**config.mk**
```make
export PLATFORM = sky130hd
export DESIGN_NAME = iir_sequencer
export DESIGN_NICKNAME = d
export VERILOG_FILES = /design/src/design/iir_pkg.sv /design/src/design/iir_sequencer.sv
export VERILOG_INCLUDE_DIRS = /design/src /design/src/design
export SDC_FILE = /design/constraint.sdc
export NUM_CORES = 1
export LEC_CHECK = 0
export BUFFER_PORTS_ARGS = -buffer_cell sky130_fd_sc_hd__buf_2
export CAP_MARGIN = 20
export CORE_MARGIN = 4
export CORE_UTILIZATION = 35
export DETAILED_ROUTE_END_ITERATION = 10
export GPL_TIMING_DRIVEN = 0
export PLACE_DENSITY = 0.82
export SETUP_SLACK_MARGIN = 0.05
export SLEW_MARGIN = 5
export SYNTH_ARGS = -nofsm -noshare
export SYNTH_HDL_FRONTEND = slang
export SYNTH_SLANG_ARGS = --single-unit
```
**constraint.sdc**
```tcl
create_clock -name clk -period 1.47 [get_ports clk]
set_input_delay 0.294 -clock clk [delete_from_list [all_inputs] [get_ports clk]]
set_output_delay 0.294 -clock clk [all_outputs]
set_load 0.02 [all_outputs]
```
**src/design/iir_consts.svh**
```systemverilog
`ifndef IIR_CONSTS_SVH
`define IIR_CONSTS_SVH

// ==========================================================================
// Filter structure
// ==========================================================================
`define IIR_SOS_NUM    5                        // Second-order sections for order 10
`define IIR_SEC_W      3                        // Section counter wide enough for IIR_SOS_NUM

// ==========================================================================
// Number formats
// ==========================================================================
`define IIR_DIN_W      16                       // External input sample in Q1.15
`define IIR_SAMP_WH    4                        // Internal sample whole bits
`define IIR_SAMP_FR    23                       // Internal sample fraction bits
`define IIR_SAMP_W     (`IIR_SAMP_WH + `IIR_SAMP_FR)
`define IIR_COEFF_WH   2                        // Coefficient whole bits
`define IIR_COEFF_FR   14                       // Coefficient fraction bits
`define IIR_COEFF_W    (`IIR_COEFF_WH + `IIR_COEFF_FR)
`define IIR_ACC_GB     4                        // Headroom of the section sum before clamp
`define IIR_ACC_W      (`IIR_SAMP_W + `IIR_ACC_GB)
`define IIR_PROD_W     (`IIR_SAMP_W + `IIR_COEFF_W)

// ==========================================================================
// Coefficient port and sample timing
// ==========================================================================
`define IIR_ADDR_W     5
`define IIR_COEFF_NUM  (4 * `IIR_SOS_NUM)      // Writable addresses 0 .. 19
`define IIR_FS_DIV     24                       // Must exceed 3 * IIR_SOS_NUM
`define IIR_FS_CNT_W   5

`endif

```
**src/design/iir_pkg.sv**
```systemverilog
`default_nettype none

`include "iir_consts.svh"

package iir_pkg;

  // ==========================================================================
  // Data words
  // ==========================================================================
  typedef logic signed [`IIR_SAMP_W-1:0]  sample_t;   // Q4.23
  typedef logic signed [`IIR_COEFF_W-1:0] coeff_t;    // Q2.14
  typedef logic signed [`IIR_SAMP_FR:0]   dout_t;     // Sign plus 23 fraction bits

  // Local coefficient address inside one section
  typedef enum logic [1:0] {
    C_B1,
    C_B2,
    C_A1,
    C_A2
  } coeff_sel_e;

  // Slot within the three clocks given to a section
  typedef enum logic [1:0] {
    PH_FF,                                  // x products
    PH_FB,                                  // y products and output update
    PH_IDLE
  } sos_phase_e;

  // ==========================================================================
  // Per-section commands
  // ==========================================================================
  typedef struct packed {
    logic       we;
    coeff_sel_e sel;
    coeff_t     data;
  } coeff_wr_t;

  typedef struct packed {
    logic       ce;
    sos_phase_e phase;
  } sos_ctrl_t;

endpackage

`default_nettype wire

```
**src/design/iir_sequencer.sv**
```systemverilog
`default_nettype none

`include "iir_consts.svh"

module iir_sequencer
  import iir_pkg::*;
(
  input  logic                           clk,
  input  logic                           nrst,
  input  logic                           fs,
  input  logic                           c_we,
  input  logic [`IIR_ADDR_W-1:0]         c_addr,
  input  coeff_t                         c_in,
  output sos_ctrl_t [`IIR_SOS_NUM-1:0]   sos_ctrl,
  output coeff_wr_t [`IIR_SOS_NUM-1:0]   sos_wr
);

  sos_phase_e              phase;
  logic [`IIR_SEC_W-1:0]   sec_cnt;            // IIR_SOS_NUM means parked
  logic [`IIR_ADDR_W-3:0]  wr_sec;
  logic                    wr_ok;

  // ==========================================================================
  // Slot and section counters
  // ==========================================================================
  always_ff @(posedge clk or negedge nrst) begin
    if (!nrst) begin
      phase   <= PH_IDLE;
      sec_cnt <= `IIR_SEC_W'(`IIR_SOS_NUM);
    end else if (!c_we) begin                  // Frozen during coefficient writes
      if (fs) begin
        phase   <= PH_FF;
        sec_cnt <= '0;
      end else if (sec_cnt != `IIR_SEC_W'(`IIR_SOS_NUM)) begin
        case (phase)
          PH_FF: phase <= PH_FB;
          PH_FB: phase <= PH_IDLE;
          default: begin
            sec_cnt <= sec_cnt + 1'b1;
            phase   <= (sec_cnt == `IIR_SEC_W'(`IIR_SOS_NUM - 1)) ? PH_IDLE : PH_FF;
          end
        endcase
      end
    end
  end

  // One enable per active slot
  always_comb begin
    for (int k = 0; k < `IIR_SOS_NUM; k++) begin
      if (!c_we && phase != PH_IDLE && sec_cnt == `IIR_SEC_W'(k)) begin
        sos_ctrl[k].ce    = 1'b1;
        sos_ctrl[k].phase = phase;
      end else begin
        sos_ctrl[k].ce    = 1'b0;
        sos_ctrl[k].phase = PH_IDLE;
      end
    end
  end

  // ==========================================================================
  // Coefficient address decode
  // ==========================================================================
  assign wr_sec = c_addr[`IIR_ADDR_W-1:2];   // Section a/4
  assign wr_ok  = c_we && (c_addr < `IIR_ADDR_W'(`IIR_COEFF_NUM));

  always_comb begin
    for (int k = 0; k < `IIR_SOS_NUM; k++) begin
      sos_wr[k].we   = wr_ok && (wr_sec == (`IIR_ADDR_W-2)'(k));
      sos_wr[k].sel  = coeff_sel_e'(c_addr[1:0]);
      sos_wr[k].data = c_in;
    end
  end

endmodule

`default_nettype wire

```
==> Word level (Yosys, flattened, before mapping) <==
Index checks and enable logic that the tools add are counted.
{ "op_classes": {"n_mux": 12, "n_bitwise": 1, "reduce_logical": 20, "add_sub_neg": 1, "eq_ne": 12, "magnitude_cmp": 1} }
{ "ops": {"columns": ["op", "count"], "rows": [
  ["two-way mux 3 bit", 8],
  ["equality test 3 x 2 -> 1 bit, second input constant", 4],
  ["logical AND 1 bit", 12],
  ["equality test 3 x 1 -> 1 bit, second input constant", 2],
  ["equality test 3 bit, second input constant", 2],
  ["zero test 3 bit", 2],
  ["two-way mux 2 bit", 3],
  ["< comparator 5 bit, second input constant", 1],
  ["case mux 2 bit (2 select lines)", 1],
  ["adder 3 x 1 -> 3 bit, second input constant", 1],
  ["!= test 3 bit, second input constant", 1],
  ["AND reduction 3 bit", 1],
  ["equality test 2 x 1 -> 1 bit, second input constant", 1],
  ["zero test 2 bit", 1],
  ["!= test 2 x 1 -> 1 bit, second input constant", 1],
  ["!= test 2 bit, second input constant", 1],
  ["AND reduction 2 bit", 1],
  ["nonzero test 2 bit", 1],
  ["OR reduction 2 bit", 1],
  ["zero test 1 bit", 1],
  ["NOT 1 bit", 1]
]} }
{ "totals": {"inputBits": 25, "output_inout_bits": 110, "ff_bits": 5, "wordCells": 49} }

==> Depth between registers and ports, before layout <==
{ "depth": {"ltp_word": 5, "depth_mapped": 5, "ltp_nobuf": 5} }

==> Least setup slack after synthesis <==
No wires, ideal clock.
{ "synth_timing": {"path_type": "flip-flop to output port", "from": "register sec_cnt[1]", "to": "output port sos_ctrl[12] in the netlist's numbering", "arrival_ns": 1.212, "n_path_buf": 0, "t_required_ns": 1.176, "path_slack_ns": -0.036, "stages_incl_launch_ff": 5, "path_cell_list": "dfrtp_1 > inv_1 > ha_1 > nand2_1 > nor3_1"} }
{ "synth_rtl": {"columns": ["item", "line_no", "rtl"], "rows": [
  ["start: declaration", "iir_sequencer.sv:19", "logic [`IIR_SEC_W-1:0] sec_cnt;"],
  ["start signal: assignment", "iir_sequencer.sv:29", "sec_cnt <= `IIR_SEC_W'(`IIR_SOS_NUM);"],
  ["start signal: assignment", "iir_sequencer.sv:39", "sec_cnt <= sec_cnt + 1'b1;"],
  ["end: declaration", "iir_sequencer.sv:14", "output sos_ctrl_t [`IIR_SOS_NUM-1:0] sos_ctrl,"]
]} }

==> flow_metrics.env <==
export IMPL_synthAdderAreaFrac_pct=5.17
export IMPL_globalplace_congestion=0.748
export IMPL_dp_hpwl_mm=2.90
export IMPL_synth_top_family_by_area="buffers and inverters"
export IMPL_r2r_cells=8
export IMPL_final_hold_viol_count=0
export IMPL_yosys_area_share_simple_pct=15.3
export IMPL_ys_async_sr_fraction_pct=100
export IMPL_syn_num_nets=180
export IMPL_fin_cells=330
export IMPL_fin_area_sq_mm=0.00223
export IMPL_track_usage_pct=15.0
export IMPL_antenna_left=0
export IMPL_critPathKind="reg2out"
export IMPL_crit_slowest_cell="dfstp_2"
export IMPL_min_to="sec_cnt[0]"
export IMPL_syn2layout_area_growth_pct=84.2
export IMPL_final_common_cell="buf_2"
export IMPL_path_max_fanout=6
export IMPL_timing_rr_start="sec_cnt[1]"
export IMPL_grt_pass1_wl_mm=5.37
export IMPL_dp_cells=312
export IMPL_rsz0062_at_grt="true"
export IMPL_setup_slack_ps=-241
export IMPL_grt_pass1_vias=1260
export IMPL_tightest_slew_ps=268
export IMPL_dieWidth_um=66.8
export IMPL_p_per_area_mw_per_mm2=895
export IMPL_failed_checks="negative setup slack"
export IMPL_synth_xor_area_share_pct=0
export IMPL_route_detailed_drc=0
export IMPL_grt_antenna_before_repair=0
export IMPL_cts_max_level=1
export IMPL_synth_seq_area_share_pct=10.7
export IMPL_synth_area_mux_share_pct=1.65
export IMPL_area_sequential_sq_um=130
export IMPL_critPathMaxStageDelay_ps=400
export IMPL_finalClockSkew_ps=1.78
export IMPL_numCtsBuffers=3
export IMPL_leakage_nw=1.25
export IMPL_hold_worst_slack_ps=321
export IMPL_synthFlopType="dfstp_2"
export IMPL_rrSetupSlack_ps=-170
export IMPL_antenna_cells=0
export IMPL_critPathBufInv=2
export IMPL_required_ps=1180
export IMPL_core_area_sq_mm=0.00334
export IMPL_syn_area_sq_mm=0.00121
export IMPL_hp_start="fs"
export IMPL_min_path_cells=2
export IMPL_ys_types=32
export IMPL_worst_endpoint_arrival_ps=1420
export IMPL_peakVddDrop_mv=0.410
export IMPL_die_area_sq_mm=0.00446
export IMPL_slew_headroom_pct=82.1
export IMPL_min_path_type="in2reg"
export IMPL_dieHeight_um=66.8
export IMPL_utilization_pct=66.8
export IMPL_fillers=266
export IMPL_cp_start_kind="flop"
export IMPL_grt_start_max_net_pins=11
export IMPL_setup_viol=19
export IMPL_grt_remaining_overflow=0
export IMPL_fin_crit_sh_pct=116
export IMPL_multi_input_area_sq_um=497
export IMPL_cts_root_buf="clkbuf_4"
export IMPL_initial_core_util_pct=36.3
export IMPL_yosys_register_bits=5
export IMPL_cp_end_kind="output port"
export IMPL_max_cap_viol_count=0
export IMPL_post_route_min_period_ps=1710
export IMPL_yosys_warnings=0
export IMPL_maxSlewViolCount=0
export IMPL_cpLargestDelayFamily="flip-flops"
export IMPL_most_common_layout_cells="buf_2 (101), buf_4 (97), buf_6 (21)"
export IMPL_dpl_instance_area_sq_mm=0.00185
export IMPL_synth_edf_count=0
export IMPL_clk_path_buf_depth=2
export IMPL_outcome="complete, but fails checks"
export IMPL_cts_sinks=5
export IMPL_nets=315
export IMPL_postSynthCellCount=150
export IMPL_fmax_mhz=585
export IMPL_clock_latency_ps=240
export IMPL_portBuffers=116
export IMPL_rows=21
export IMPL_drive_above_1_share_pct=88.7
export IMPL_vias_per_cell=4.20
export IMPL_clk_pin_slew_ps=40
export IMPL_io_pins=135
export IMPL_drt_first_pass_iters=4
export IMPL_r2r_end="phase[1]"
export IMPL_wl_mm=3.89
export IMPL_wl_per_cell_um=11.8
export IMPL_drtIter0Drc=49
export IMPL_cts_tree="built"
export IMPL_vias=1386
export IMPL_synth_avg_cell_area_sq_um=8.07
export IMPL_path_cells="inv_4, ha_4, nand2_2, or3_1, buf_6"
export IMPL_synth_compound_area_share_pct=8.58
==> how the worst max path moves through the flow <==
stage / startpoint / to / slack, ps / cells after the start
floorplan: c_we / sos_wr[56] / -30 / 3
global placement: phase[1] / sos_ctrl[14] / -160 / 4
detailed placement: phase[1] / sos_ctrl[14] / -170 / 4
CTS: sec_cnt[1] / sos_ctrl[13] / -230 / 5
global route: sec_cnt[0] / sos_ctrl[13] / -280 / 5
finish: sec_cnt[0] / sos_ctrl[13] / -240 / 5
==> area by class of cell <==
| cell class | count | area share (%) |
|---|---|---|
| inverters | 5 | 1.07 |
| repair buffers | 129 | 35.6 |
| multi-input cells | 49 | 22.3 |
| clock buffers | 4 | 1.18 |
| plain buffers | 92 | 31.4 |
| well taps | 46 | 2.58 |
| flip-flops and latches | 5 | 5.84 |
==> timing repair <==
| action | CTS | global route |
|---|---|---|
| setup buffers | 11 | 1 |
| setup endpoints to repair | 18 | 23 |
| gates cloned | 1 | 0 |
| pin swaps | 11 | 7 |
| hold buffers | 1 | 0 |
| resized for setup | 50 | 14 |
| endpoints found under the hold margin | 2 | 0 |
==> cells by family after synthesis <==
family,Yosys count
and+or+nand+nor,29
AOI/OAI and AO/OA,12
DFF,5
muxes,2
adders and majority gates,5
buffers and inverters,97
==> state kept, by name (all words and copies together), names as in the netlist <==
name	flops
sec_cnt	3
phase	2
==> synth_stat cells, types with 3 or more instances <==
cell       n  area (sq um)
buf_4     90           676
dfstp_2    3          78.8
and2_1     4          25.0
and3_1     4          25.0
nand3b_1   4          30.0
inv_2      3          11.3
nor4b_1    3          26.3
ha_1       5          62.6
nor2_1     3          11.3
==> power breakdown <==
| part | switching, W | leakage [nW] | total [W] | internal [W] |
|---|---|---|---|---|
| combinational | 0.000750 | 1.18 | 0.00157 | 0.000824 |
| clock | 0.0000502 | 0.0150 | 0.000152 | 0.000102 |
| sequential | 0.0000680 | 0.0562 | 0.000270 | 0.000202 |
==> per-layer routing <==
layer | vias up | track usage (%) | routed length, um
met5 | - | 0 | 0
met4 | 0 | 4.82 | 39
met3 | 4 | 3.37 | 439
met2 | 83 | 28.5 | 2030
met1 | 626 | 16.2 | 1380
li1 | 673 | - | -
==> metrics by stage <==
stage,total power [W],setup TNS (ps),setup slack [ps]
final,0.00200,-3330,-241
after global routing,0.00211,-4510,-281
after CTS,0.00190,-2840,-234
after detailed placement,0.00130,-873,-175
after global placement,0.00128,-643,-163
after floorplan,0.00102,-51.9,-26.0
==> worst reg2reg max path, stage by stage (launching register included) <==
cell and delay, ps:
dfrtp_1 390, inv_2 70, buf_4 130, buf_6 110, ha_4 160, buf_6 130, a211o_1 280, o21ba_1 190
nor2_2 120
No activity file was read; power rests on OpenSTA's default activity.
