## src/design/iir_consts.svh

```systemverilog
`ifndef IIR_CONSTS_SVH
`define IIR_CONSTS_SVH

// ==========================================================================
// Filter structure
// ==========================================================================
`define IIR_SOS_NUM    5                        // Second-order sections for order 10
`define IIR_SEC_W      3                        // Section counter wide enough for IIR_SOS_NUM

// ==========================================================================
// Number formats
// ==========================================================================
`define IIR_DIN_W      16                       // External input sample in Q1.15
`define IIR_SAMP_WH    4                        // Internal sample whole bits
`define IIR_SAMP_FR    23                       // Internal sample fraction bits
`define IIR_SAMP_W     (`IIR_SAMP_WH + `IIR_SAMP_FR)
`define IIR_COEFF_WH   2                        // Coefficient whole bits
`define IIR_COEFF_FR   14                       // Coefficient fraction bits
`define IIR_COEFF_W    (`IIR_COEFF_WH + `IIR_COEFF_FR)
`define IIR_ACC_GB     4                        // Headroom of the section sum before clamp
`define IIR_ACC_W      (`IIR_SAMP_W + `IIR_ACC_GB)
`define IIR_PROD_W     (`IIR_SAMP_W + `IIR_COEFF_W)

// ==========================================================================
// Coefficient port and sample timing
// ==========================================================================
`define IIR_ADDR_W     5
`define IIR_COEFF_NUM  (4 * `IIR_SOS_NUM)      // Writable addresses 0 .. 19
`define IIR_FS_DIV     24                       // Must exceed 3 * IIR_SOS_NUM
`define IIR_FS_CNT_W   5

`endif

```

## src/design/fs_strobe_gen.sv

```systemverilog
`default_nettype none

`include "iir_consts.svh"

module fs_strobe_gen (
  input  logic clk,
  input  logic nrst,
  output logic fs
);

  logic [`IIR_FS_CNT_W-1:0] cnt;              // Clocks left to the next strobe

  always_ff @(posedge clk or negedge nrst) begin
    if (!nrst) begin
      cnt <= `IIR_FS_CNT_W'(`IIR_FS_DIV - 1);
      fs  <= 1'b0;
    end else begin
      if (cnt == '0) begin
        cnt <= `IIR_FS_CNT_W'(`IIR_FS_DIV - 1); // Reload
        fs  <= 1'b1;
      end else begin
        cnt <= cnt - 1'b1;
        fs  <= 1'b0;
      end
    end
  end

endmodule

`default_nettype wire

```

## config.mk

```make
export PLATFORM = sky130hd
export DESIGN_NAME = fs_strobe_gen
export DESIGN_NICKNAME = d
export VERILOG_FILES = /design/src/design/fs_strobe_gen.sv
export VERILOG_INCLUDE_DIRS = /design/src /design/src/design
export SDC_FILE = /design/constraint.sdc
export NUM_CORES = 1
export LEC_CHECK = 0
export BUFFER_PORTS_ARGS = -buffer_cell sky130_fd_sc_hd__buf_2
export CAP_MARGIN = 20
export CORE_AREA = 5 5 42 44
export DETAILED_ROUTE_END_ITERATION = 16
export DIE_AREA = 0 0 47 49
export HOLD_SLACK_MARGIN = 0.03
export PLACE_DENSITY_LB_ADDON = 0.25
export SLEW_MARGIN = 20
export SYNTH_ARGS = -nofsm -noshare
export SYNTH_HDL_FRONTEND = slang
export SYNTH_SLANG_ARGS = --single-unit
```

## constraint.sdc

```tcl
create_clock -name clk -period 2.1 [get_ports clk]
set_clock_uncertainty 0.1 [all_clocks]
set_input_delay 0.525 -clock clk [delete_from_list [all_inputs] [get_ports clk]]
set_output_delay 0.525 -clock clk [all_outputs]
set_load 0.05 [all_outputs]
```

== After elaboration in Yosys (flattened, before gate mapping) ==
Index checks and enable logic that the tools add are counted.
Cells by class
  add/sub/neg operators: 1
  muxes and demuxes: 2
  reduce and logical (&&, ||, !) cells: 1
Operator list (number)
  5-bit zero test: 1
  5-bit 2-to-1 mux: 1
  5-bit by 1-bit subtractor with 5-bit output, second input constant: 1
  1-bit 2-to-1 mux: 1
Storage, ports and cells
  flip-flop bits (word level): 6
  input port bits: 2
  output and inout port bits: 1
  word-level logic and storage cells: 6

== Longest topological paths before layout ==
Gate-level depths: netlist of run 1.
  word-level depth: 2
  gate-level depth with buffers: 4
  gate-level depth less buffers: 4

== Worst setup path after synthesis of run 1 ==
OpenSTA, ideal clock, no wires.
  path type: reg2out
  start: reg fs
  end: out fs
  arrival time: 0.586 ns
  required time: 1.475 ns
  path slack: 0.889 ns
  cell stages (with the launch flop): 1
  buffers on the path: 0
  cells stage by stage: dfrtp_1
RTL lines
  start: declaration: line fs_strobe_gen.sv:8  | output logic fs
  start signal: assignment: line fs_strobe_gen.sv:16  | fs <= 1'b0;
  start signal: assignment: line fs_strobe_gen.sv:20  | fs <= 1'b1;
  start signal: assignment: line fs_strobe_gen.sv:23  | fs <= 1'b0;
No word-level cell between the ends.

== Worst setup path after layout of run 1 ==
  start: reg fs
  end: out fs
No word-level cell between the ends.

==> metrics.yaml, run 1 <==
global_route:
  grt_max_degree: 7
  grt_pass1_wl_um: 641
  grt_remaining_overflow: 0
  track_usage_pct: 4.74
  grt_pass1_vias: 170
  antenna_found_initial: 0
job:
  maxCapViolCount: 0
synthesis:
  synthMuxAreaShare_pct: 6.09
  ys_warn_count: 0
  synth_cell_types: 12
  ys_seq_area_share_pct: 62.9
  synth_compound_area_share_pct: 4.06
  synth_xor_xnor_area_share_pct: 7.11
  syn_area_per_cell_um2: 12.3
  synthSimpleGateAreaFrac_pct: 8.63
  synth_cells: 20
  synth_seq_cells: 6
  synth_fp_nets: 23
  synth_top_family_by_area: "simple AND/OR/NAND/NOR gates"
  syn-cell-area_um2: 246
  synthAdderAreaFrac_pct: 5.08
route:
  drt_iter0_markers: 0
  wl_um: 392
  viasPerCell: 3.74
  wl_per_cell_um: 9.12
  first_pass_iters: 1
  num_vias: 161
  final_antenna_net_count: 0
  drc_errors: 0
sta:
  setup_ws_ps: 654
  max_freq_mhz: 691
  worst_slew_pin_slew_ps: 253
  hold_viol: 0
  relSlewSlack_pct: 83.2
  period_needed_ps: 1450
  setup_tns_ps: 0
  rsz0062_at_grt: "false"
  finalSetupViolCount: 0
  drv_slew: 0
  period_share_pct: 68.9
layout:
  area_delta_synth_final_pct: 26.9
  nFillCells: 165
  diodes: 0
  drive_gt1_share_pct: 40.7
  nNetsFinal: 31
  final_core_util_pct: 22.3
critical_path:
  criticalPathCategory: "reg2out"
  required_ps: 1470
  slowest_delay_ps: 320
  crit_arrival_ps: 820
  path_delay_family: "flip-flops"
  crit_chain: "buf_2"
  cp-start-kind: "flip-flop"
  path_buf_inv: 1
  critPathSlowestCell: "dfrtp_1"
  critPathMaxFanout: 1
  endpoint_kind: "output pin"
clock_tree:
  clock_latency_ps: 250
  ctsResizeCount: 0
  cts_tree: "yes"
  clk_path_buf_depth: 2
  htreeDepth: 1
  clock_tree.root_cell: "clkbuf_4"
  clk_pin_slew_ps: 50
  clock-sinks: 6
  cts_setup_buffers: 0
  cts_made_buffers: 3
floorplan:
  initial_core_util_pct: 17.6
  num_io_pins: 3
  die_y_um: 49
  die-area_mm2: 0.00230
  rows: 14
  coreArea_mm2: 0.00140
  die_x_um: 47
placed_design:
  routabilityCongestion: 0.746
  place_ws_ps: 839
  port_buffers: 2
  hpwlAfterDp_um: 305
pwr:
  power_density_mw_per_mm2: 752
  vdd_drop_max_mv: 0.222
  p_leak_nw: 0.151
outcome:
  status: "complete, no violations"
hold_path:
  min_path_type: "reg2reg"
==> layout by cell type, fill, tap and decap left out <==
| cell | count |
|---|---|
| dlygate4sd3_1 | 1 |
| clkbuf_4 | 3 |
| inv_1 | 4 |
| mux2_4 | 1 |
| a21oi_1 | 1 |
| ha_1 | 1 |
| dfrtp_1 | 2 |
| nand2_1 | 1 |
| buf_2 | 2 |
| xnor2_1 | 1 |
| clkbuf_1 | 1 |
| xor2_1 | 1 |
| o21ai_0 | 1 |
| dfstp_2 | 4 |
| nor3_2 | 1 |
| nor2_1 | 2 |
==> routing by layer <==
metal	track usage, %	routed length, um
met1	3.79	147
met2	6.33	182
met3	3.69	39
met4	5.53	22
met5	0	0
==> registers in the layout (all words and copies together) (netlist names) <==
name,count
cnt,5
fs,1
==> cell type report <==
| type | instances | area [um2] | share of cell area, % |
|---|---|---|---|
| multi-input combinational | 10 | 76.3 | 24.4 |
| clock buffer | 4 | 26.3 | 8.40 |
| inverter | 4 | 15.0 | 4.80 |
| timing repair buffer | 3 | 20.0 | 6.40 |
| sequential | 6 | 155 | 49.6 |
| tap | 16 | 20.0 | 6.40 |
==> cell families after synthesis <==
logic type / Yosys count
AND/OR/NAND/NOR: 4
flip-flops: 6
buffers and inverters: 4
AO/OA/AOI/OAI: 2
multiplexers: 1
adder cells (fa/ha/maj): 1
XOR/XNOR: 2
==> path summary, 6_finish.rpt <==
kind,startpoint,to,slack [ps],cells after the start
max,fs$_DFF_PN0_,fs,650,1
min,cnt[0]$_DFF_PN1_,cnt[0]$_DFF_PN1_,380,1
max reg2reg,cnt[0]$_DFF_PN1_,cnt[3]$_DFF_PN0_,850,4
min reg2reg,cnt[0]$_DFF_PN1_,cnt[0]$_DFF_PN1_,380,1
max in group asynchronous,nrst,cnt[0]$_DFF_PN1_,1130,2
min in group asynchronous,nrst,cnt[3]$_DFF_PN0_,540,2
==> power by group <==
part	switching, W	total, W	internal [W]
logic	0.00000241	0.00000431	0.00000190
registers	0	0.000116	0.000116
clock network	0.0000424	0.000114	0.0000720
total	0.0000448	0.000235	0.000190
==> Yosys cell counts (all sizes together) <==
master | instances | area share (%)
dfstp | 4 | 43
inv | 4 | 6.1
dfrtp | 2 | 20
nor2 | 2 | 3.0
a21oi | 1 | 2.0
ha | 1 | 5.1
mux2 | 1 | 6.1
nand2 | 1 | 1.5
nor3 | 1 | 4.1
o21ai | 1 | 2.0
xnor2 | 1 | 3.6
xor2 | 1 | 3.6
==> per-stage QoR <==
step	hold slack, ps	total power [W]	instance area (um2)	std cells
global placement	255	0.000121	277	38
floorplan	129	0.000118	246	20
CTS	386	0.000242	313	43
detailed placement	256	0.000121	277	38
finish	378	0.000235	313	43
global route	405	0.000251	313	43
==> what timing repair did <==
item	4_1_cts	5_1_grt
hold buffers	1	0
endpoints found under the setup margin	0	0
hold endpoints to repair	2	0
No activity file was read; power rests on OpenSTA's default activity.
==> run 2: changes to the inputs <==
Clock period 2.1 ns to 1.3 ns, I/O delays scaled along.
==> run 2 against run 1 <==
Compared with the run above: first-iteration DRC count up 6; count of clock-buffer cells in the layout stayed put; critical path type is now reg2reg; utilization increased by 0.18 points; hold slack got worse by 47 ps; routed wire length decreased by 5.1%; critical endpoint is now cnt[3]$_DFF_PN0_.
==> metrics.yaml, run 2 (same netlist as run 1, synthesis figures left out) <==
route:
  num_vias: 153
  drt_iter0_markers: 6
  final_antenna_net_count: 0
  drc_errors: 0
  wl_per_cell_um: 8.65
  first_pass_iters: 4
  viasPerCell: 3.56
  wl_um: 372
placed_design:
  hpwlAfterDp_um: 264
  port_buffers: 2
  routabilityCongestion: 0.708
global_route:
  track_usage_pct: 4.89
  grt_max_degree: 7
  antenna_found_initial: 0
  grt_pass1_vias: 172
  grt_remaining_overflow: 0
  grt.busiest_layer: "met4"
  grt_pass1_wl_um: 676
  grt.met1_usage_pct: 4.93
  grtUsageMet3_pct: 3.32
  grt_use_met2_pct: 5.20
clock_tree:
  clock_latency_ps: 250
  clock-sinks: 6
  cts_tree: "yes"
  cts_made_buffers: 3
  htreeDepth: 1
  clock_tree.root_cell: "clkbuf_4"
  clk_pin_slew_ps: 50
  cts_setup_buffers: 0
  clk_path_buf_depth: 2
floorplan:
  num_io_pins: 3
  initial_core_util_pct: 17.6
  coreArea_mm2: 0.00140
  die_y_um: 49
  die-area_mm2: 0.00230
  die_x_um: 47
  rows: 14
sta:
  period_share_pct: 96.0
  rsz0062_at_grt: "true"
  worst_slew_pin_slew_ps: 173
  max_freq_mhz: 802
  drv_slew: 0
  period_needed_ps: 1250
  relSlewSlack_pct: 88.4
  setup_tns_ps: 0
  finalSetupViolCount: 0
  hold_viol: 0
critical_path:
  r2r_cells: 4
  r2r_slack_ps: 50
  path_delay_family: "flip-flops"
  worst-path-stages: 4
  critPathMaxFanout: 3
  endpoint_kind: "flip-flop"
  critPathSlowestCell: "dfstp_2"
  criticalPathCategory: "reg2reg"
  crit_arrival_ps: 1340
  cp-start-kind: "flip-flop"
  startpoint: "cnt[0]$_DFF_PN1_"
  r2r_start: "cnt[0]$_DFF_PN1_"
  required_ps: 1390
  path_buf_inv: 1
  crit_chain: "inv_1 -> ha_1 -> a21oi_1 -> mux2_4"
  r2r-end: "cnt[3]$_DFF_PN0_"
  cp-endpoint: "cnt[3]$_DFF_PN0_"
  slowest_delay_ps: 540
pwr:
  power_density_mw_per_mm2: 1210
  vdd_drop_max_mv: 0.412
  p_leak_nw: 0.153
hold_path:
  min_path_type: "in2async"
layout:
  final_core_util_pct: 22.5
  regMostFlops: "cnt"
  drive_gt1_share_pct: 40.7
  area_delta_synth_final_pct: 27.9
  reg.largest.list: "cnt x5, fs x1"
  largest_reg_flops: 5
  diodes: 0
  nNetsFinal: 31
  most-common-layout-cells: "4 x inv_1, 4 x clkbuf_4, 4 x dfstp_2"
  nFillCells: 158
outcome:
  status: "complete, no violations"
job:
  maxCapViolCount: 0
[run 2: cell count changes in the layout (fill, tap and decap cells not counted), sizes merged]
cell,previous run,this run
clkbuf,4,5
buf,2,1
[run 2: how the worst min path moves through the flow]
stage                  endpoint  slack, ps  cells past startpoint
3_3_place_gp   cnt[3]$_DFF_PN0_         50                      1
3_5_place_dp   cnt[3]$_DFF_PN0_         60                      1
4_1_cts        cnt[3]$_DFF_PN0_        330                      2
5_1_grt        cnt[3]$_DFF_PN0_        330                      2
6_report       cnt[3]$_DFF_PN0_        330                      2
2_1_floorplan  cnt[3]$_DFF_PN0_        -70                      0
[run 2: what timing repair did]
| item | CTS | global route |
|---|---|---|
| setup endpoints to repair | 0 | 2 |
| hold buffers | 1 | 0 |
| resized for setup | 0 | 1 |
| endpoints found under the hold margin | 6 | 0 |
[run 2: power by group]
part	leakage [nW]	total, W	switching [W]	internal (W)
Combinational	0.0734	0.00000674	0.00000368	0.00000306
Clock	0.0150	0.000189	0.0000720	0.000117
Sequential	0.0649	0.000188	0	0.000188
Total	0.153	0.000383	0.0000757	0.000307
[run 2: per-stage QoR]
stage	area, um2	hold WS [ps]	total power, W	setup slack (ps)	instances
6_report	315	331	0.000383	52.3	43
5_1_grt	315	335	0.000411	-0.704	43
4_1_cts	313	334	0.000398	32.5	43
3_5_place_dp	277	56.0	0.000195	61.3	38
3_3_place_gp	277	50.8	0.000195	77.6	38
2_1_floorplan	246	-70.6	0.000190	103	20
[run 2: routing by layer]
layer	wire [um]	up-vias	part of all wire, %
met2	165	3	44
li1	-	75	-
met1	171	73	46
met4	6	0	1.6
met5	0	-	0
met3	28	2	7.5
[run 2: final cells by class]
type	count	area, um2	area share [%]
timing repair buffer	3	22.5	7.14
multi-input combinational	10	76.3	24.2
clock buffer	4	26.3	8.33
tap	16	20.0	6.35
inverter	4	15.0	4.76
sequential	6	155	49.2
