### src/design/iir_consts.svh
`ifndef IIR_CONSTS_SVH
`define IIR_CONSTS_SVH

// ==========================================================================
// Filter structure
// ==========================================================================
`define IIR_SOS_NUM    5                        // Second-order sections for order 10
`define IIR_SEC_W      3                        // Section counter wide enough for IIR_SOS_NUM

// ==========================================================================
// Number formats
// ==========================================================================
`define IIR_DIN_W      16                       // External input sample in Q1.15
`define IIR_SAMP_WH    4                        // Internal sample whole bits
`define IIR_SAMP_FR    23                       // Internal sample fraction bits
`define IIR_SAMP_W     (`IIR_SAMP_WH + `IIR_SAMP_FR)
`define IIR_COEFF_WH   2                        // Coefficient whole bits
`define IIR_COEFF_FR   14                       // Coefficient fraction bits
`define IIR_COEFF_W    (`IIR_COEFF_WH + `IIR_COEFF_FR)
`define IIR_ACC_GB     4                        // Headroom of the section sum before clamp
`define IIR_ACC_W      (`IIR_SAMP_W + `IIR_ACC_GB)
`define IIR_PROD_W     (`IIR_SAMP_W + `IIR_COEFF_W)

// ==========================================================================
// Coefficient port and sample timing
// ==========================================================================
`define IIR_ADDR_W     5
`define IIR_COEFF_NUM  (4 * `IIR_SOS_NUM)      // Writable addresses 0 .. 19
`define IIR_FS_DIV     24                       // Must exceed 3 * IIR_SOS_NUM
`define IIR_FS_CNT_W   5

`endif

### src/design/iir_pkg.sv
`default_nettype none

`include "iir_consts.svh"

package iir_pkg;

  // ==========================================================================
  // Data words
  // ==========================================================================
  typedef logic signed [`IIR_SAMP_W-1:0]  sample_t;   // Q4.23
  typedef logic signed [`IIR_COEFF_W-1:0] coeff_t;    // Q2.14
  typedef logic signed [`IIR_SAMP_FR:0]   dout_t;     // Sign plus 23 fraction bits

  // Local coefficient address inside one section
  typedef enum logic [1:0] {
    C_B1,
    C_B2,
    C_A1,
    C_A2
  } coeff_sel_e;

  // Slot within the three clocks given to a section
  typedef enum logic [1:0] {
    PH_FF,                                  // x products
    PH_FB,                                  // y products and output update
    PH_IDLE
  } sos_phase_e;

  // ==========================================================================
  // Per-section commands
  // ==========================================================================
  typedef struct packed {
    logic       we;
    coeff_sel_e sel;
    coeff_t     data;
  } coeff_wr_t;

  typedef struct packed {
    logic       ce;
    sos_phase_e phase;
  } sos_ctrl_t;

endpackage

`default_nettype wire

### src/design/iir_sos.sv
`default_nettype none

`include "iir_consts.svh"

module iir_sos
  import iir_pkg::*;
(
  input  logic      clk,
  input  logic      nrst,
  input  sos_ctrl_t ctrl,
  input  coeff_wr_t wr,
  input  sample_t   din,
  output sample_t   dout
);

  coeff_t                         b1, b2, a1, a2;
  sample_t                        x0, x1, x2;  // x0 holds the current input
  sample_t                        y1, y2;
  sample_t                        mul_s0, mul_s1;
  coeff_t                         mul_c0, mul_c1;
  logic signed [`IIR_PROD_W-1:0]  prod0, prod1;
  logic signed [`IIR_ACC_W-1:0]   prod_sum;
  logic signed [`IIR_ACC_W-1:0]   acc;
  logic signed [`IIR_ACC_W-1:0]   fb_sum;
  sample_t                        fb_sat;

  // ==========================================================================
  // Coefficient registers
  // ==========================================================================
  always_ff @(posedge clk or negedge nrst) begin
    if (!nrst) begin
      b1 <= '0;
      b2 <= '0;
      a1 <= '0;
      a2 <= '0;
    end else if (wr.we) begin
      case (wr.sel)
        C_B1: b1 <= wr.data;
        C_B2: b2 <= wr.data;
        C_A1: a1 <= wr.data;
        default: a2 <= wr.data;
      endcase
    end
  end

  // ==========================================================================
  // Shared multiplier pair
  // ==========================================================================
  always_comb begin
    if (ctrl.phase == PH_FF) begin
      mul_s0 = x1;
      mul_c0 = b1;
      mul_s1 = x2;
      mul_c1 = b2;
    end else begin
      mul_s0 = y1;
      mul_c0 = a1;
      mul_s1 = y2;
      mul_c1 = a2;
    end
  end

  assign prod0    = mul_s0 * mul_c0;
  assign prod1    = mul_s1 * mul_c1;
  assign prod_sum = `IIR_ACC_W'(prod0 >>> `IIR_COEFF_FR)
                  + `IIR_ACC_W'(prod1 >>> `IIR_COEFF_FR);  // Floored products

  assign fb_sum = acc - prod_sum;

  // Clamp the section sum into the sample range
  always_comb begin
    if (&fb_sum[`IIR_ACC_W-1:`IIR_SAMP_W-1] || ~|fb_sum[`IIR_ACC_W-1:`IIR_SAMP_W-1]) begin
      fb_sat = fb_sum[`IIR_SAMP_W-1:0];
    end else if (fb_sum[`IIR_ACC_W-1]) begin
      fb_sat = {1'b1, {(`IIR_SAMP_W-1){1'b0}}};
    end else begin
      fb_sat = {1'b0, {(`IIR_SAMP_W-1){1'b1}}};
    end
  end

  // Feed-forward sum and captured input
  always_ff @(posedge clk) begin
    if (ctrl.ce && ctrl.phase == PH_FF) begin
      acc <= `IIR_ACC_W'(din) + prod_sum;
      x0  <= din;
    end
  end

  // Delay line steps once per sample at the end of PH_FB
  always_ff @(posedge clk or negedge nrst) begin
    if (!nrst) begin
      x1 <= '0;
      x2 <= '0;
      y1 <= '0;
      y2 <= '0;
    end else if (ctrl.ce && ctrl.phase == PH_FB) begin
      x1 <= x0;
      x2 <= x1;
      y1 <= fb_sat;
      y2 <= y1;
    end
  end

  assign dout = y1;

endmodule

`default_nettype wire

### config.mk
export PLATFORM = sky130hd
export DESIGN_NAME = iir_sos
export DESIGN_NICKNAME = d
export VERILOG_FILES = /design/src/design/iir_pkg.sv /design/src/design/iir_sos.sv
export VERILOG_INCLUDE_DIRS = /design/src /design/src/design
export SDC_FILE = /design/constraint.sdc
export NUM_CORES = 2
export LEC_CHECK = 0
export BUFFER_PORTS_ARGS = -buffer_cell sky130_fd_sc_hd__buf_2
export CORE_ASPECT_RATIO = 0.9
export CORE_MARGIN = 3
export CORE_UTILIZATION = 45
export DETAILED_ROUTE_END_ITERATION = 7
export PLACE_DENSITY = 0.59
export SYNTH_ARGS = -nofsm -noshare
export SYNTH_HDL_FRONTEND = slang
export SYNTH_SLANG_ARGS = --single-unit
### constraint.sdc
create_clock -name clk -period 13.1 [get_ports clk]
set_clock_uncertainty 0.05 [all_clocks]
set_input_delay 2.62 -clock clk [delete_from_list [all_inputs] [get_ports clk]]
set_output_delay 2.62 -clock clk [all_outputs]
set_load 0.005 [all_outputs]
Yosys cells after proc, flatten, opt, wreduce, memory -nomap -nowiden
Cells that the tools add are included.
W data, S select, Z words.

word-level totals
  flip-flop bits (word level) = 230
  output and inout port bits = 27

operators by class
  add/subtract/negate cells = 3
  multiply operators = 2
  eq/ne operators = 3
  muxes and demuxes = 6
  bitwise logic cells = 1
  reductions and logical operators = 13

operators by type and width
  cell                  number
  $mux W27              4
  $mul A27 B16 Y43      2
  $mux W16              2
  $add A27 B30 Y31      1
  $sub A31 B30 Y31      1
  $add A29 B29 Y30      1
  $reduce_and A2 Y1     4
  $reduce_and A5 Y1     1
  $reduce_or A5 Y1      1
  $eq A2 B1 Y1 const B  2
  $logic_not A2 Y1      2
  $reduce_or A3 Y1      1
  $eq A2 B2 Y1 const B  1
  $logic_and A1 B1 Y1   2
  $logic_not A1 Y1      1
  $logic_or A1 B1 Y1    1
  $not A1 Y1            1

Depth between registers and ports, before layout
  depth after elaboration = 9
  gate-level depth with buffers = 53
  depth with buffers taken out = 47

Worst setup path before layout
OpenSTA, ideal clock, no wires.

  path type = input to register
  from = in ctrl[0] (netlist name)
  to = reg y1[14] (netlist: dout[14])
  setup time = 0.141 ns
  arrival time = 13.774 ns
  data required time = 12.909 ns
  setup slack = -0.864 ns
  stages = 48
  path buffers = 5
  cells stage by stage = clkbuf_1 > nor2_2 > clkbuf_1 > clkbuf_1 > buf_1 > mux2i_1 > nor2_1 > fa_1 > inv_1 > fa_1 > fa_1 > inv_1 > fa_1 > inv_1 > fa_1 > fa_1 > inv_1 > ha_1 > [12 not listed] > or2_2 > o22a_2 > a41oi_1 > nand2b_1 > a21oi_1 > xnor2_1 > inv_1 > ha_1 > a21o_1 > a21o_1 > a21oi_1 > nor2_1 > a21oi_1 > o211ai_1 > xor2_2 > a41oi_2 > buf_2 > o311ai_1

on the way
  cells in the longest elaborated chain, start to end = 9
  elaborated cells between the ends (all ways) = 17

RTL lines
  what                                         line                          source
  start: declaration                           iir_sos.sv:10                 input sos_ctrl_t ctrl,
  $logic_not A2 Y1                             iir_sos.sv:50                 if (ctrl.phase == PH_FF) begin
  $mux W27 / $mux W16 (equally long branches)  iir_sos.sv:50
  $mul A27 B16 Y43, on equally long branches   iir_sos.sv:63, iir_sos.sv:64
  $add A29 B29 Y30 (no source line)            -
  $sub A31 B30 Y31                             iir_sos.sv:68                 assign fb_sum = acc - prod_sum;
  $reduce_or A5 Y1                             iir_sos.sv:72                 if (&fb_sum[`IIR_ACC_W-1:`IIR_SAMP_W-1] || ~|fb_sum[`IIR_ACC_W-1:`IIR_SAMP_W-1]) begin
  $logic_not A1 Y1                             iir_sos.sv:72
  $logic_or A1 B1 Y1                           iir_sos.sv:72
  $mux W27                                     iir_sos.sv:72
  end signal: assignment                       iir_sos.sv:99                 y1 <= fb_sat;
  end: declaration                             iir_sos.sv:18                 sample_t y1, y2;

Several ways; a longest one is shown, not always the timed one.
A chain may end at the register's enable or synchronous reset.

Worst setup path in the final report
  from = in ctrl[1] (netlist name)
  to = reg y1[16] (netlist: dout[16])

The elaborated chain is that of the path after synthesis.

==> impl_metrics.json <==
{
  "wl_met2_mm": 59.58,
  "status": "completed",
  "cpMostUsedCell": "fa_1",
  "r2r_cells": 47,
  "synthesis.yosys.warnings": 0,
  "routed_length_on_met3_mm": 11.96,
  "most-common-layout-cells": "inv_1 (1,029), nand2_1 (820), fa_1 (819)",
  "cts_root_buf": "clkbuf_16",
  "cts_sinks": 230,
  "yosysTopAreaCell": "fa_1",
  "final_design_area_no_fill_mm2": 0.05349,
  "slowest_stage": "fa_1",
  "cp_max_fo": 10,
  "vias": 34610,
  "total_wirelength_of_the_detailed_routed_design_mm": 133.1,
  "finalHoldViolCount": 0,
  "placement.cell_area_mm2": 0.05006,
  "place.detailed.hpwl_mm": 111.1,
  "netlist-cell-type-count": 72,
  "r2r-start": "dout[5]",
  "clk_transition_reported_paths_ps": 70,
  "drive_above_1_share_pct": 22.58,
  "relative_slew_slack_pct": 22.79,
  "clk-insertion-delay-late_ps": 560,
  "startpoint_type": "input port",
  "vertical_die_dimension_um": 299.1,
  "final-setup-viol-count": 0,
  "numCtsBuffers": 24,
  "worstPathArrival_ps": 13290,
  "dr.pass1.iters": 6,
  "grt_first_pass_wirelength_mm": 208.4,
  "synth_enable_flop_cells": 58,
  "rr_endpoint": "dout[16]",
  "grt-ovfl-total": 0,
  "final_net_count": 6608,
  "worstSetupPathType": "input port to flop",
  "worst_slew_pin_slew_ps": 1158,
  "maximum_number_of_pins_on_one_net_before_global_route_repair": 78,
  "most_common_library_cell_in_the_layout_ignoring_fill_and_taps": "inv_1",
  "timing_max_transition_violations_final": 0,
  "synth_flop_cell": "dfrtp_1",
  "std_cell_rows": 106,
  "synthArstFlopShare_pct": 74.78,
  "drt_first_iter_violations": 2542,
  "drc": 0,
  "worst_case_clock_buffer_depth": 3,
  "syn_inst": 4707,
  "synth.top_cell.area_share_pct": 38.82,
  "areaGrowthSynthToFinish_pct": 24.52,
  "r2r_slack_ps": 2230,
  "timing.critical_path.slowest_cell_delay_ps": 560,
  "top_routing_layer_in_use": "met4",
  "synth_nets": 5882,
  "maxClockFrequency_mhz": 77.20,
  "cts_hold_repair.buffers": 0,
  "fin_crit_sh_pct": 98.89,
  "synth-seq-cells": 230,
  "antenna_found_initial": 1,
  "io_pins": 78,
  "hold_path_class": "flop to flop",
  "die_area_mm2": 0.09921,
  "hold_depth": 2,
  "antennaDiodeCount": 0,
  "synthesis.area_per_instance_um2": 9.126,
  "finalWeightedCongestion": 0.9565,
  "avgViaCountPerCell": 5.172,
  "floorplan.initialDensity_pct": 45.81,
  "first_global_vias": 35910,
  "mappedNetlistArea_mm2": 0.04296,
  "die_w_um": 331.7,
  "worst_min_delay_path_endpoint": "x1[21]",
  "design.core.area_mm2": 0.09377,
  "htreeDepth": 1,
  "grt.total_usage_pct": 26.99,
  "worstPathRequired_ps": 13430,
  "drtAntennaViolNets": 0,
  "finalCoreUtilization_pct": 57.05,
  "setup_repair_after_global_routing_missed_its_margin": "yes",
  "numPortBuffers": 77,
  "post-route-min-period_ps": 12950,
  "fin_tns_setup_ps": 0,
  "timing.max_cap.violations": 0,
  "synth-seq-area-share_pct": 14.07,
  "tritoncts": "yes",
  "min_from": "x0[21]",
  "endpoint_kind": "flop",
  "synth_top_cells_by_area": "fa_1 (39%), dfrtp_1 (10%), inv_1 (9.0%)",
  "drt-wirelength-per-cell_um": 19.88,
  "wl_met1_mm": 59.12
}
per-stage QoR:
step	setup slack (ps)	cells	hold WS, ps
after floorplan	5.230	4707	364.6
after global placement	-1141	6567	368.5
after detailed placement	-1205	6567	373.9
after CTS	17.02	6630	390.9
after global routing	-251.6	6693	408.6
final	146.0	6693	387.3
worst max-delay path: cells and delay by family:
| kind | cells | cell delay (ps) |
|---|---|---|
| adders and majority gates | 9 | 3990 |
| AOI/OAI and AO/OA | 13 | 2440 |
| and+or+nand+nor | 12 | 1850 |
| buffers and inverters | 14 | 1650 |
| xor gates and xnor gates | 3 | 500 |
| muxes | 1 | 240 |
worst max path at each step:
stage / start / cells past startpoint / slack [ps] / to
final: ctrl[1] / 52 / 150 / dout[16]
after global routing: ctrl[1] / 51 / -250 / dout[16]
after CTS: ctrl[0] / 53 / 20 / dout[2]
after detailed placement: ctrl[1] / 51 / -1210 / dout[2]
after global placement: ctrl[1] / 51 / -1140 / dout[5]
after floorplan: ctrl[1] / 47 / 5 / dout[14]
sequential cells by signal, summed over array words and instances, names as in the netlist:
register and flops:
acc 31, b1 16, a1 16, x0 27, dout 27, x2 27, y2 27, b2 16
a2 16, x1 27
synthesized netlist by cell type (all sizes together) (58+ instances only):
cell,count
inv,1034
fa,833
nand2,822
nor2,418
ha,291
dfrtp,172
mux2,146
a21oi,123
clkbuf,122
xnor2,107
mux2i,88
a21o,71
o21ai,70
edfxtp,58
metal layers:
layer,global-route usage (%),up-vias
met1,39.25,17520
li1,-,15820
met4,3.961,0
met2,42.40,1144
met5,0,-
met3,5.922,126
repair_timing:
action	CTS	global route
resized for setup	56	264
gates cloned	5	11
setup endpoints to repair	34	37
pin swaps	18	101
buffers inserted	14	54
cell type report:
cell class                      instances  area, um2
Tap cell                             1242       1554
Clock inverter                         16      163.9
Fill cell                            8334      40280
Clock buffer                           28      646.9
Timing Repair Buffer                  836       7008
Inverter                             1034       3881
Sequential cell                       230       6046
Multi-Input combinational cell       3307      34190
kinds of logic after synthesis:
logic type / count (synthesis) / synth area share, %
simple gates: 1366 / 12.59
buf+inv: 1170 / 10.26
fa+ha+maj: 1124 / 47.30
compound gates: 427 / 6.696
mux: 234 / 5.878
flops: 230 / 14.07
xor+xnor: 156 / 3.198
Power is not shown: default switching activity piles up to over one toggle a cycle in this logic, so the estimate is an artifact.
